$ cat src/source/ce_pkg.sv
/*
  Shared types and constants for the FP16 computing element.
  Only round-toward-zero is modelled and subnormal values are treated as zero.
  Pipeline depth defaults to DEFAULT_PIPE_REGS and must be at least 1.
*/
package ce_pkg;

  // pipe depth used by the top level unless it is overridden.
  localparam int unsigned DEFAULT_PIPE_REGS = 2;

  localparam logic [15:0] FP16_QNAN         = 16'h7e00; // canonical quiet NaN.
  localparam logic [15:0] FP16_MAX_FINITE   = 16'h7bff; // largest finite magnitude.
  localparam logic [15:0] FP16_BIAS         = 16'd15;
  localparam logic [4:0]  FP16_EXP_ALL_ONES = 5'h1f;

  // One FP16 word, seen as fields by the multiplier and as raw bits by the comparator.
  typedef union packed {
    logic [15:0] bits;
    struct packed {
      logic       sign;
      logic [4:0] exponent;
      logic [9:0] mantissa;
    } fields;
  } fp16_u;

  typedef enum logic {
    OP1_MUL    = 1'b0,
    OP1_MINMAX = 1'b1
  } op1_e;

  typedef enum logic {
    OP2_NONE   = 1'b0, // stage 1 result goes straight to z.
    OP2_MINMAX = 1'b1
  } op2_e;

  typedef enum logic {
    MM_MIN = 1'b0,
    MM_MAX = 1'b1
  } minmax_e;

  // One request as offered by the source.
  typedef struct packed {
    fp16_u   x;
    fp16_u   w;
    fp16_u   y;
    op1_e    op1;
    op2_e    op2;
    minmax_e mm1;
    minmax_e mm2;
  } ce_req_t;

  // Fields that ride alongside stage 1 and are consumed by stage 2.
  typedef struct packed {
    fp16_u   y;
    op2_e    op2;
    minmax_e mm2;
  } stage2_side_t;

endpackage

$ cat src/source/fp16_mul.sv
/*
  Combinational FP16 multiplier, round toward zero only.
  Subnormal inputs and results flush to signed zero, overflow saturates
  to the largest finite value. No exception flags are produced.
*/
`timescale 1ns/100ps

module fp16_mul (
  input  ce_pkg::fp16_u a_i,
  input  ce_pkg::fp16_u b_i,
  output ce_pkg::fp16_u p_o
);
  import ce_pkg::*;

  logic               sign;
  logic               a_nan, b_nan;
  logic               a_inf, b_inf;
  logic               a_zero, b_zero;
  logic [21:0]        mant_prod;
  logic               norm_shift;
  logic [9:0]         mant_res;
  logic signed [7:0]  exp_sum;

  assign sign = a_i.fields.sign ^ b_i.fields.sign;

  assign a_nan  = (a_i.fields.exponent == FP16_EXP_ALL_ONES) && (a_i.fields.mantissa != '0);
  assign b_nan  = (b_i.fields.exponent == FP16_EXP_ALL_ONES) && (b_i.fields.mantissa != '0);
  assign a_inf  = (a_i.fields.exponent == FP16_EXP_ALL_ONES) && (a_i.fields.mantissa == '0);
  assign b_inf  = (b_i.fields.exponent == FP16_EXP_ALL_ONES) && (b_i.fields.mantissa == '0);
  assign a_zero = (a_i.fields.exponent == '0); // subnormals count as zero.
  assign b_zero = (b_i.fields.exponent == '0);

  // 11x11 product of the mantissas with their hidden bits restored.
  assign mant_prod  = {1'b1, a_i.fields.mantissa} * {1'b1, b_i.fields.mantissa};
  assign norm_shift = mant_prod[21]; // product lies in [2,4) and needs one right shift.

  // Truncation drops everything below the kept ten bits.
  assign mant_res = norm_shift ? mant_prod[20:11] : mant_prod[19:10];

  // Eight bits hold the full range from -13 up to 46 without wrapping.
  assign exp_sum = $signed({3'b000, a_i.fields.exponent} + {3'b000, b_i.fields.exponent}
                           + {7'b0000000, norm_shift} - FP16_BIAS[7:0]);

  always_comb begin
    p_o.bits = '0;
    if (a_nan || b_nan || (a_inf && b_zero) || (b_inf && a_zero)) begin
      p_o.bits = FP16_QNAN;
    end else if (a_inf || b_inf) begin
      p_o.fields.sign     = sign;
      p_o.fields.exponent = FP16_EXP_ALL_ONES;
      p_o.fields.mantissa = '0;
    end else if (a_zero || b_zero) begin
      p_o.fields.sign = sign; // signed zero.
    end else if (exp_sum > 8'sd30) begin
      p_o.bits      = FP16_MAX_FINITE; // saturate instead of going to infinity.
      p_o.bits[15]  = sign;
    end else if (exp_sum < 8'sd1) begin
      p_o.fields.sign = sign; // result would be subnormal or smaller.
    end else begin
      p_o.fields.sign     = sign;
      p_o.fields.exponent = exp_sum[4:0];
      p_o.fields.mantissa = mant_res;
    end
  end

endmodule

$ cat src/source/fp16_minmax.sv
/*
  Combinational FP16 minimum or maximum.
  -0 orders below +0. A single NaN input is ignored, two NaNs give the quiet NaN.
*/
`timescale 1ns/100ps

module fp16_minmax (
  input  ce_pkg::fp16_u   a_i,
  input  ce_pkg::fp16_u   b_i,
  input  ce_pkg::minmax_e mode_i,
  output ce_pkg::fp16_u   r_o
);
  import ce_pkg::*;

  logic        a_nan, b_nan;
  logic [15:0] a_key, b_key;
  logic        a_lt_b;

  assign a_nan = (a_i.fields.exponent == FP16_EXP_ALL_ONES) && (a_i.fields.mantissa != '0);
  assign b_nan = (b_i.fields.exponent == FP16_EXP_ALL_ONES) && (b_i.fields.mantissa != '0);

  // Map sign-magnitude onto an unsigned order so a plain compare works.
  assign a_key = a_i.bits[15] ? ~a_i.bits : (a_i.bits | 16'h8000);
  assign b_key = b_i.bits[15] ? ~b_i.bits : (b_i.bits | 16'h8000);
  assign a_lt_b = (a_key < b_key);

  always_comb begin
    if (a_nan && b_nan) begin
      r_o.bits = FP16_QNAN;
    end else if (a_nan) begin
      r_o = b_i;
    end else if (b_nan) begin
      r_o = a_i;
    end else if (mode_i == MM_MIN) begin
      r_o = a_lt_b ? a_i : b_i;
    end else begin
      r_o = a_lt_b ? b_i : a_i;
    end
  end

endmodule

$ cat src/source/ce_stage1.sv
/*
  Stage 1: multiply or min/max of x and w, then NumPipeRegs register stages.
  The whole pipe stalls together, there is no bubble collapsing.
  NumPipeRegs must be at least 1.
*/
`timescale 1ns/100ps

module ce_stage1 #(
  parameter int unsigned NumPipeRegs = ce_pkg::DEFAULT_PIPE_REGS
) (
  input  logic            stage2_noncomp_input_pipe_clk,
  input  logic            rst_ni,
  input  logic            in_valid_i,
  input  ce_pkg::ce_req_t req_i,
  input  logic            out_ready_i,
  output logic            advance_o,
  output ce_pkg::fp16_u   res_o,
  output logic            valid_o
);
  import ce_pkg::*;

  fp16_u                       mul_res;
  fp16_u                       mm_res;
  fp16_u                       sel_res;
  fp16_u [NumPipeRegs-1:0]     res_q;
  logic  [NumPipeRegs-1:0]     valid_q;

  fp16_mul u_mul (
    .a_i ( req_i.x ),
    .b_i ( req_i.w ),
    .p_o ( mul_res )
  );

  fp16_minmax u_minmax (
    .a_i    ( req_i.x   ),
    .b_i    ( req_i.w   ),
    .mode_i ( req_i.mm1 ),
    .r_o    ( mm_res    )
  );

  assign sel_res = (req_i.op1 == OP1_MINMAX) ? mm_res : mul_res;

  // The pipe may move whenever its last slot is free or is being drained.
  assign advance_o = ~valid_q[NumPipeRegs-1] | out_ready_i;

  always_ff @(posedge stage2_noncomp_input_pipe_clk, negedge rst_ni) begin
    if (!rst_ni) begin
      valid_q <= '0;
    end else if (advance_o) begin
      valid_q[0] <= in_valid_i;
      for (int i = 1; i < NumPipeRegs; i++) begin
        valid_q[i] <= valid_q[i-1];
      end
    end
  end

  // result words move through the same slots as their valid bits.
  always_ff @(posedge stage2_noncomp_input_pipe_clk) begin
    if (advance_o) begin
      res_q[0] <= sel_res;
      for (int i = 1; i < NumPipeRegs; i++) begin
        res_q[i] <= res_q[i-1];
      end
    end
  end

  assign res_o   = res_q[NumPipeRegs-1];
  assign valid_o = valid_q[NumPipeRegs-1];

endmodule

$ cat src/source/stage2_operand_pipe.sv
/*
  Delay line for the bias and the stage 2 opcodes.
  Moves under the same advance as stage 1 so each bias meets its own result.
*/
`timescale 1ns/100ps

module stage2_operand_pipe #(
  parameter int unsigned NumPipeRegs = ce_pkg::DEFAULT_PIPE_REGS
) (
  input  logic                 stage2_noncomp_input_pipe_clk,
  input  logic                 rst_ni,
  input  logic                 advance_i,
  input  ce_pkg::stage2_side_t side_i,
  output ce_pkg::stage2_side_t side_o
);
  import ce_pkg::*;

  stage2_side_t [NumPipeRegs-1:0] side_q;

  always_ff @(posedge stage2_noncomp_input_pipe_clk, negedge rst_ni) begin
    if (!rst_ni) begin
      side_q <= '0;
    end else if (advance_i) begin
      side_q[0] <= side_i;
      for (int i = 1; i < NumPipeRegs; i++) begin
        side_q[i] <= side_q[i-1]; // one slot per stage 1 register.
      end
    end
  end

  assign side_o = side_q[NumPipeRegs-1];

endmodule

$ cat src/source/ce_stage2.sv
/*
  Stage 2: min/max of the stage 1 result against the delayed bias,
  or the stage 1 result unchanged. Purely combinational.
*/
`timescale 1ns/100ps

module ce_stage2 (
  input  ce_pkg::fp16_u        res1_i,
  input  ce_pkg::stage2_side_t side_i,
  output ce_pkg::fp16_u        z_o
);
  import ce_pkg::*;

  fp16_u mm_res;

  fp16_minmax u_minmax (
    .a_i    ( res1_i     ),
    .b_i    ( side_i.y   ),
    .mode_i ( side_i.mm2 ),
    .r_o    ( mm_res     )
  );

  assign z_o = (side_i.op2 == OP2_MINMAX) ? mm_res : res1_i; // pass-through otherwise.

endmodule

$ cat src/source/redmule_ce_top.sv
/*
  FP16 computing element with valid/ready on both sides.
  Latency is NumPipeRegs cycles, results leave in order.
  A stalled output freezes the whole pipe and drops in_ready_o.
*/
`timescale 1ns/100ps

module redmule_ce_top #(
  parameter int unsigned NumPipeRegs = ce_pkg::DEFAULT_PIPE_REGS
) (
  input  logic            stage2_noncomp_input_pipe_clk,
  input  logic            rst_ni,
  input  logic            in_valid_i,
  input  ce_pkg::ce_req_t req_i,
  output logic            in_ready_o,
  output logic            out_valid_o,
  output ce_pkg::fp16_u   z_o,
  input  logic            out_ready_i
);
  import ce_pkg::*;

  logic         advance;
  fp16_u        stage1_res;
  stage2_side_t side_in;
  stage2_side_t side_dly;

  assign side_in = '{y: req_i.y, op2: req_i.op2, mm2: req_i.mm2};

  ce_stage1 #(
    .NumPipeRegs ( NumPipeRegs )
  ) u_stage1 (
    .stage2_noncomp_input_pipe_clk ( stage2_noncomp_input_pipe_clk ),
    .rst_ni                        ( rst_ni                        ),
    .in_valid_i                    ( in_valid_i                    ),
    .req_i                         ( req_i                         ),
    .out_ready_i                   ( out_ready_i                   ),
    .advance_o                     ( advance                       ),
    .res_o                         ( stage1_res                    ),
    .valid_o                       ( out_valid_o                   )
  );

  stage2_operand_pipe #(
    .NumPipeRegs ( NumPipeRegs )
  ) u_side_pipe (
    .stage2_noncomp_input_pipe_clk ( stage2_noncomp_input_pipe_clk ),
    .rst_ni                        ( rst_ni                        ),
    .advance_i                     ( advance                       ),
    .side_i                        ( side_in                       ),
    .side_o                        ( side_dly                      )
  );

  ce_stage2 u_stage2 (
    .res1_i ( stage1_res ),
    .side_i ( side_dly   ),
    .z_o    ( z_o        )
  );

  assign in_ready_o = advance; // a request enters only when the pipe moves.

endmodule

$ cat config.mk
export PLATFORM = sky130hd
export DESIGN_NAME = redmule_ce_top
export DESIGN_NICKNAME = d
export VERILOG_FILES = /design/src/source/ce_pkg.sv /design/src/source/fp16_mul.sv /design/src/source/fp16_minmax.sv /design/src/source/ce_stage1.sv /design/src/source/stage2_operand_pipe.sv /design/src/source/ce_stage2.sv /design/src/source/redmule_ce_top.sv
export SDC_FILE = /design/constraint.sdc
export NUM_CORES = 1
export LEC_CHECK = 0
export ABC_AREA = 1
export BUFFER_PORTS_ARGS = -buffer_cell sky130_fd_sc_hd__buf_4
export CORE_ASPECT_RATIO = 1.5
export CORE_MARGIN = 2
export CORE_UTILIZATION = 31
export DETAILED_ROUTE_END_ITERATION = 6
export HOLD_SLACK_MARGIN = 0.08
export SYNTH_ARGS = -nofsm -noshare
export SYNTH_HDL_FRONTEND = slang
export SYNTH_SLANG_ARGS = --single-unit
$ cat constraint.sdc
create_clock -name stage2_noncomp_input_pipe_clk -period 6.15 [get_ports stage2_noncomp_input_pipe_clk]
set_input_delay 0.9225 -clock stage2_noncomp_input_pipe_clk [delete_from_list [all_inputs] [get_ports stage2_noncomp_input_pipe_clk]]
set_output_delay 0.9225 -clock stage2_noncomp_input_pipe_clk [all_outputs]
set_load 0.01 [all_outputs]
After elaboration in Yosys (flattened, before gate mapping)
Index checks and enable logic that the tools add are counted.
{ "classes": {"n_addsub": 3, "multipliers": 1, "n_div": 0, "magnitude_cmp": 4, "n_eq_ne": 4, "shift": 0, "mux": 24, "bitwise_logic": 7, "reduce_logical": 23} }
{ "op_table": {"columns": ["operator", "count"], "rows": [
  ["2-to-1 mux 16 bit", 19],
  ["inverter 16 bit", 4],
  ["2-to-1 mux 15 bit", 4],
  ["nonzero test 10 bit", 4],
  ["less-than comparator 16 bit", 2],
  ["multiplier 11 x 11 -> 22 bit", 1],
  ["equality test 5 bit (second input constant)", 4],
  ["logical NOT 10 bit", 2],
  ["logical AND 1 bit", 10],
  ["logical NOT 5 bit", 2],
  ["2-to-1 mux 10 bit", 1],
  ["> comparator 8 x 6 -> 1 bit (second input constant)", 1],
  ["less-than comparator 8 x 2 -> 1 bit (second input constant)", 1],
  ["subtractor 7 x 4 -> 8 bit (second input constant)", 1],
  ["adder 6 x 1 -> 7 bit", 1],
  ["adder 5 x 5 -> 6 bit", 1],
  ["logical OR 1 bit", 5],
  ["inverter 1 bit", 1],
  ["bitwise OR 1 bit", 1],
  ["XOR 1 bit", 1]
]} }
{ "word_totals": {"ff_bits": 70, "latch_bits": 0, "ram_bits": 0, "rom_bits": 0, "output_inout_bits": 18, "memories": 0} }

Depth between registers and ports, before layout
{ "depth": {"word_depth": 10, "mapped_depth": 42} }

Hierarchy
Synthesis repeated with hierarchy kept, for this count alone.
{ "hier_totals": {"hier_cells": 1399, "hier_area_um2": 10179.8} }
{ "by_module_without_submodules": {"columns": ["module", "instances", "cells_per_inst", "area_each_um2"], "rows": [
  ["fp16_mul", 1, 745, 4999.8],
  ["fp16_minmax", 2, 162, 987.2],
  ["stage2_operand_pipe", 1, 170, 1554.0],
  ["ce_stage1", 1, 108, 1407.6],
  ["ce_stage2", 1, 52, 244.0]
]} }

Worst setup path before layout
OpenSTA, ideal clock, no wires.
{ "synth_path": {"kind": "input to register", "startpoint": "input port req_i[29] (netlist bit)", "endpoint": "register u_stage1.res_q[10] (netlist bit), data pin", "setup_ns": 0.256, "arrival_time_ns": 7.234, "slack_ns": -1.340, "path_stages": 33, "n_path_buf": 3, "cell_sequence": "clkbuf_1 -> nand2_1 -> fa_1 -> inv_1 -> fa_1 -> fa_1 -> fa_1 -> inv_1 -> fa_1 -> inv_1 -> ha_1 -> nand2_2 -> nor2_1 -> inv_1 -> nor2_2 -> nand3_1 -> nand4_1 -> nand2_1 -> buf_4 -> nor2_1 -> inv_1 -> nand2_1 -> ha_1 -> inv_1 -> fa_1 -> o21ai_2 -> xor2_1 -> nand2_1 -> o211ai_1 -> nand2_1 -> buf_2 -> a31oi_1 -> nand2_1"} }
{ "synth_lines": {"columns": ["item", "line_no", "rtl"], "rows": [
  ["from (decl)", "redmule_ce_top.sv:14", "input ce_pkg::ce_req_t req_i,"],
  ["to (signal, indexed assignment)", "ce_stage1.sv:62", "res_q[i] <= res_q[i-1];"],
  ["to (decl)", "ce_stage1.sv:25", "fp16_u [NumPipeRegs-1:0] res_q;"]
]} }

==> results.md <==
* WL final at 25.8 mm
* Top cells by area, synth: fa_1, nand2_1, ha_1, edfxtp_1, dfrtp_1
* Gp weighted congestion at 0.917
* Post-Syn Instances at 1242
* CTS tree: yes
* Ys flop type: dfrtp_1
* DRT iter0 DRCs at 366
* Number of warnings issued by yosys at 0
* Clock root cell: clkbuf_16
* Row cnt at 77
* Worst slew margin at 39.0%
* Failing checks: negative setup slack
* Total core area at 29600 um2
* Critical path's slowest cell: fa_1
* CTS Sinks at 70
* Clk_lat worst skew at 0.33 ns
* Core Util, Final at 40.0%
* Syn Area/Cell at 7.51 um2
* Gr ovfl total at 0
* Yosys top cell by area: fa_1
* Layout cells sized above 1 at 21.7%
* Number of remaining DRC errors at 0
* Unrepaired setup endpoints after global routing: true
* First-pass GRT wire length at 42.0 mm
* Status: complete, but fails checks
* Kind of critical path: in -> reg
* Synth unique cells at 41
* Clk_skew at 0.00561 ns
* Slack of the worst reg-to-reg path at 4.30 ns
* Layout area overhead at 26.8%
* Overall die width at 146 um
* Max stage delay on crit path at 0.52 ns
* Routed Antenna Nets at 0
* Number of global-route vias before repair at 8673
* Synth Cell Area at 9330 um2
* Crit start category: input port
* Worst reg2reg path depth at 3
* Pwr Density at 457 nW/um2
* Final Cell Area at 11800 um2
* Syn_nets at 1473
* Post-synth top area share at 17.2%
* I/O pin count at 74
* R2R Path End: u_side_pipe.side_q[0]
* Critical R2R Launch: u_stage1.valid_q[1]
* Final hold viol count at 0
* Area after DPL at 11000 um2
* VDD IR max at 244 uV
* Fill cells at 3024
* Depth of the worst hold-timing path at 0
* TritonCTS buffer count at 9
* Worst Path Arrival at 6.57 ns
* Commonest cells in the netlist: nand2_1, inv_1, ha_1
* # port buffers at 73
* Htree depth at 3
* HP Start: u_stage1.res_q[6]
* Flops & latches, synth at 70
* CP max FO at 8
* Fmax at 154 MHz
* DR pass1 iterations at 4
* # nets final at 1623
* Min Clock Period, post-route at 6.49 ns
* Worst-case clock buffer depth at 2
* Vias per cell at 4.65
* Worst endpoint required time at 6.23 ns
* Antenna violations before repair at 0
* Setup violators final at 15
* Final worst slack at -0.338 ns
* Sequential area share after synthesis at 20.5%
* Pre-CTS WS at -0.925 ns
* DR WL/cell at 14.4 um
* Critical path endpoint category: flop
* Worst hold margin at 0.417 ns
* Hold Crit Class: reg -> reg
* Worst min-delay path endpoint: u_stage1.res_o[6]
* DR vias at 8338
* Starting density of the core at 31.5%
* Reg clk slew, reported paths at 0.06 ns
* Total power at 5410 uW
* Die Area at 31500 um2
* HPWL Detailed at 21.2 mm
* Final Max Slew Viols at 0
* Max-cap violations at 0
* Largest net degree at the start of global routing at 57
* Post-synth EDFFs at 32
* Leakage at 0.00631 uW
* GR Util All Layers at 16.6%
* Diode count at 0
* Count leader, synth: nand2_1
* Ys async rst share at 54.3%
* Slew @ Worst Pin at 0.912 ns
* Chip Height at 216 um
* Fin crit share at 106%
[metrics by stage]
| stage | instances | setup TNS [ns] |
|---|---|---|
| floorplan | 1242 | -7.45 |
| global placement | 1757 | -11.29 |
| detailed placement | 1757 | -13.14 |
| CTS | 1787 | -4.92 |
| global route | 1792 | -9.35 |
| finish | 1792 | -4.45 |
[layout make-up]
| type | instances | area [um2] | area share (%) |
|---|---|---|---|
| inverter | 236 | 888 | 7.51 |
| clock buffer | 10 | 239 | 2.02 |
| multi-input combinational | 890 | 6580 | 55.6 |
| clock inverter | 6 | 116 | 0.984 |
| tap | 395 | 494 | 4.18 |
| sequential | 70 | 1910 | 16.2 |
| timing repair buffer | 185 | 1600 | 13.6 |
[cell families after synthesis]
kind of cell | count (synthesis) | synth area share, %
flip-flops | 70 | 20.5
AO/OA/AOI/OAI | 111 | 6.53
AND/OR/NAND/NOR | 523 | 22.9
adder cells (fa/ha/maj) | 175 | 29.9
buffers and inverters | 282 | 12.1
XOR/XNOR | 66 | 6.20
multiplexers | 15 | 1.81
[critical path, delay by kind of cell]
| family | cells | cell delay (ns) |
|---|---|---|
| compound gates | 2 | 0.30 |
| xor+xnor | 1 | 0.14 |
| fa+ha+maj | 7 | 3.11 |
| buf+inv | 11 | 0.86 |
| simple gates | 14 | 1.26 |
[sequential cells by signal, summed over array words and instances (netlist names)]
register / flops
u_side_pipe.side_o: 18
u_stage1.res_q: 16
u_stage1.res_o: 16
u_side_pipe.side_q: 18
u_stage1.valid_q: 2
[worst max path at each step]
| stage | depth (start not counted) | startpoint | endpoint | slack [ns] |
|---|---|---|---|---|
| 2_1_floorplan | 35 | req_i[29] | u_stage1.res_q[10] | -0.68 |
| 3_3_place_gp | 33 | req_i[24] | u_stage1.res_q[3] | -0.78 |
| 3_5_place_dp | 33 | req_i[24] | u_stage1.res_q[3] | -0.93 |
| 4_1_cts | 34 | req_i[41] | u_stage1.res_q[10] | -0.36 |
| 5_1_grt | 34 | req_i[27] | u_stage1.res_q[3] | -0.67 |
| 6_report | 35 | req_i[41] | u_stage1.res_q[11] | -0.34 |
[layout by cell type, fill, tap and decap left out, types with 6 or more instances in the layout]
| master | netlist | routed |
|---|---|---|
| a21oi_1 | 56 | 48 |
| a21oi_2 | 0 | 7 |
| buf_12 | 0 | 9 |
| buf_4 | 5 | 161 |
| buf_6 | 6 | 9 |
| clkbuf_16 | 0 | 10 |
| dfrtp_1 | 38 | 38 |
| edfxtp_1 | 32 | 32 |
| fa_1 | 80 | 77 |
| ha_1 | 95 | 89 |
| ha_4 | 0 | 6 |
| inv_1 | 231 | 212 |
| inv_2 | 4 | 22 |
| mux2_2 | 15 | 15 |
| nand2_1 | 356 | 328 |
| nand2_2 | 2 | 22 |
| nand2_4 | 3 | 11 |
| nand3_1 | 59 | 56 |
| nand4_1 | 12 | 12 |
| nor2_1 | 71 | 69 |
| nor3_1 | 11 | 10 |
| o21ai_0 | 36 | 33 |
| xnor2_1 | 31 | 31 |
| xor2_1 | 35 | 34 |
[report_power, final]
group	internal, uW	total, uW	switching [uW]	leakage (uW)
combinational	1820	4060	2230	0.00536
sequential	643	745	101	0.000774
clock	410	607	197	0.000174
total	2880	5410	2530	0.00631
[routing by layer]
| layer | wire (um) | global-route usage [%] | up-vias |
|---|---|---|---|
| met2 | 14200 | 32.8 | 188 |
| met3 | 753 | 1.66 | 55 |
| li1 | - | - | 4132 |
| met5 | 0 | 0 | - |
| met1 | 9870 | 17.6 | 3963 |
| met4 | 1010 | 6.96 | 0 |
[repair_timing]
action | in CTS | in global routing
gates cloned | 2 | 1
gates resized for setup | 56 | 40
setup buffers | 12 | 4
endpoints found under the setup margin | 15 | 15
hold endpoints to repair | 0 | 0
hold buffers | 0 | 0
pin swaps | 35 | 25
Note: power is estimated with default switching activity, not from simulation.
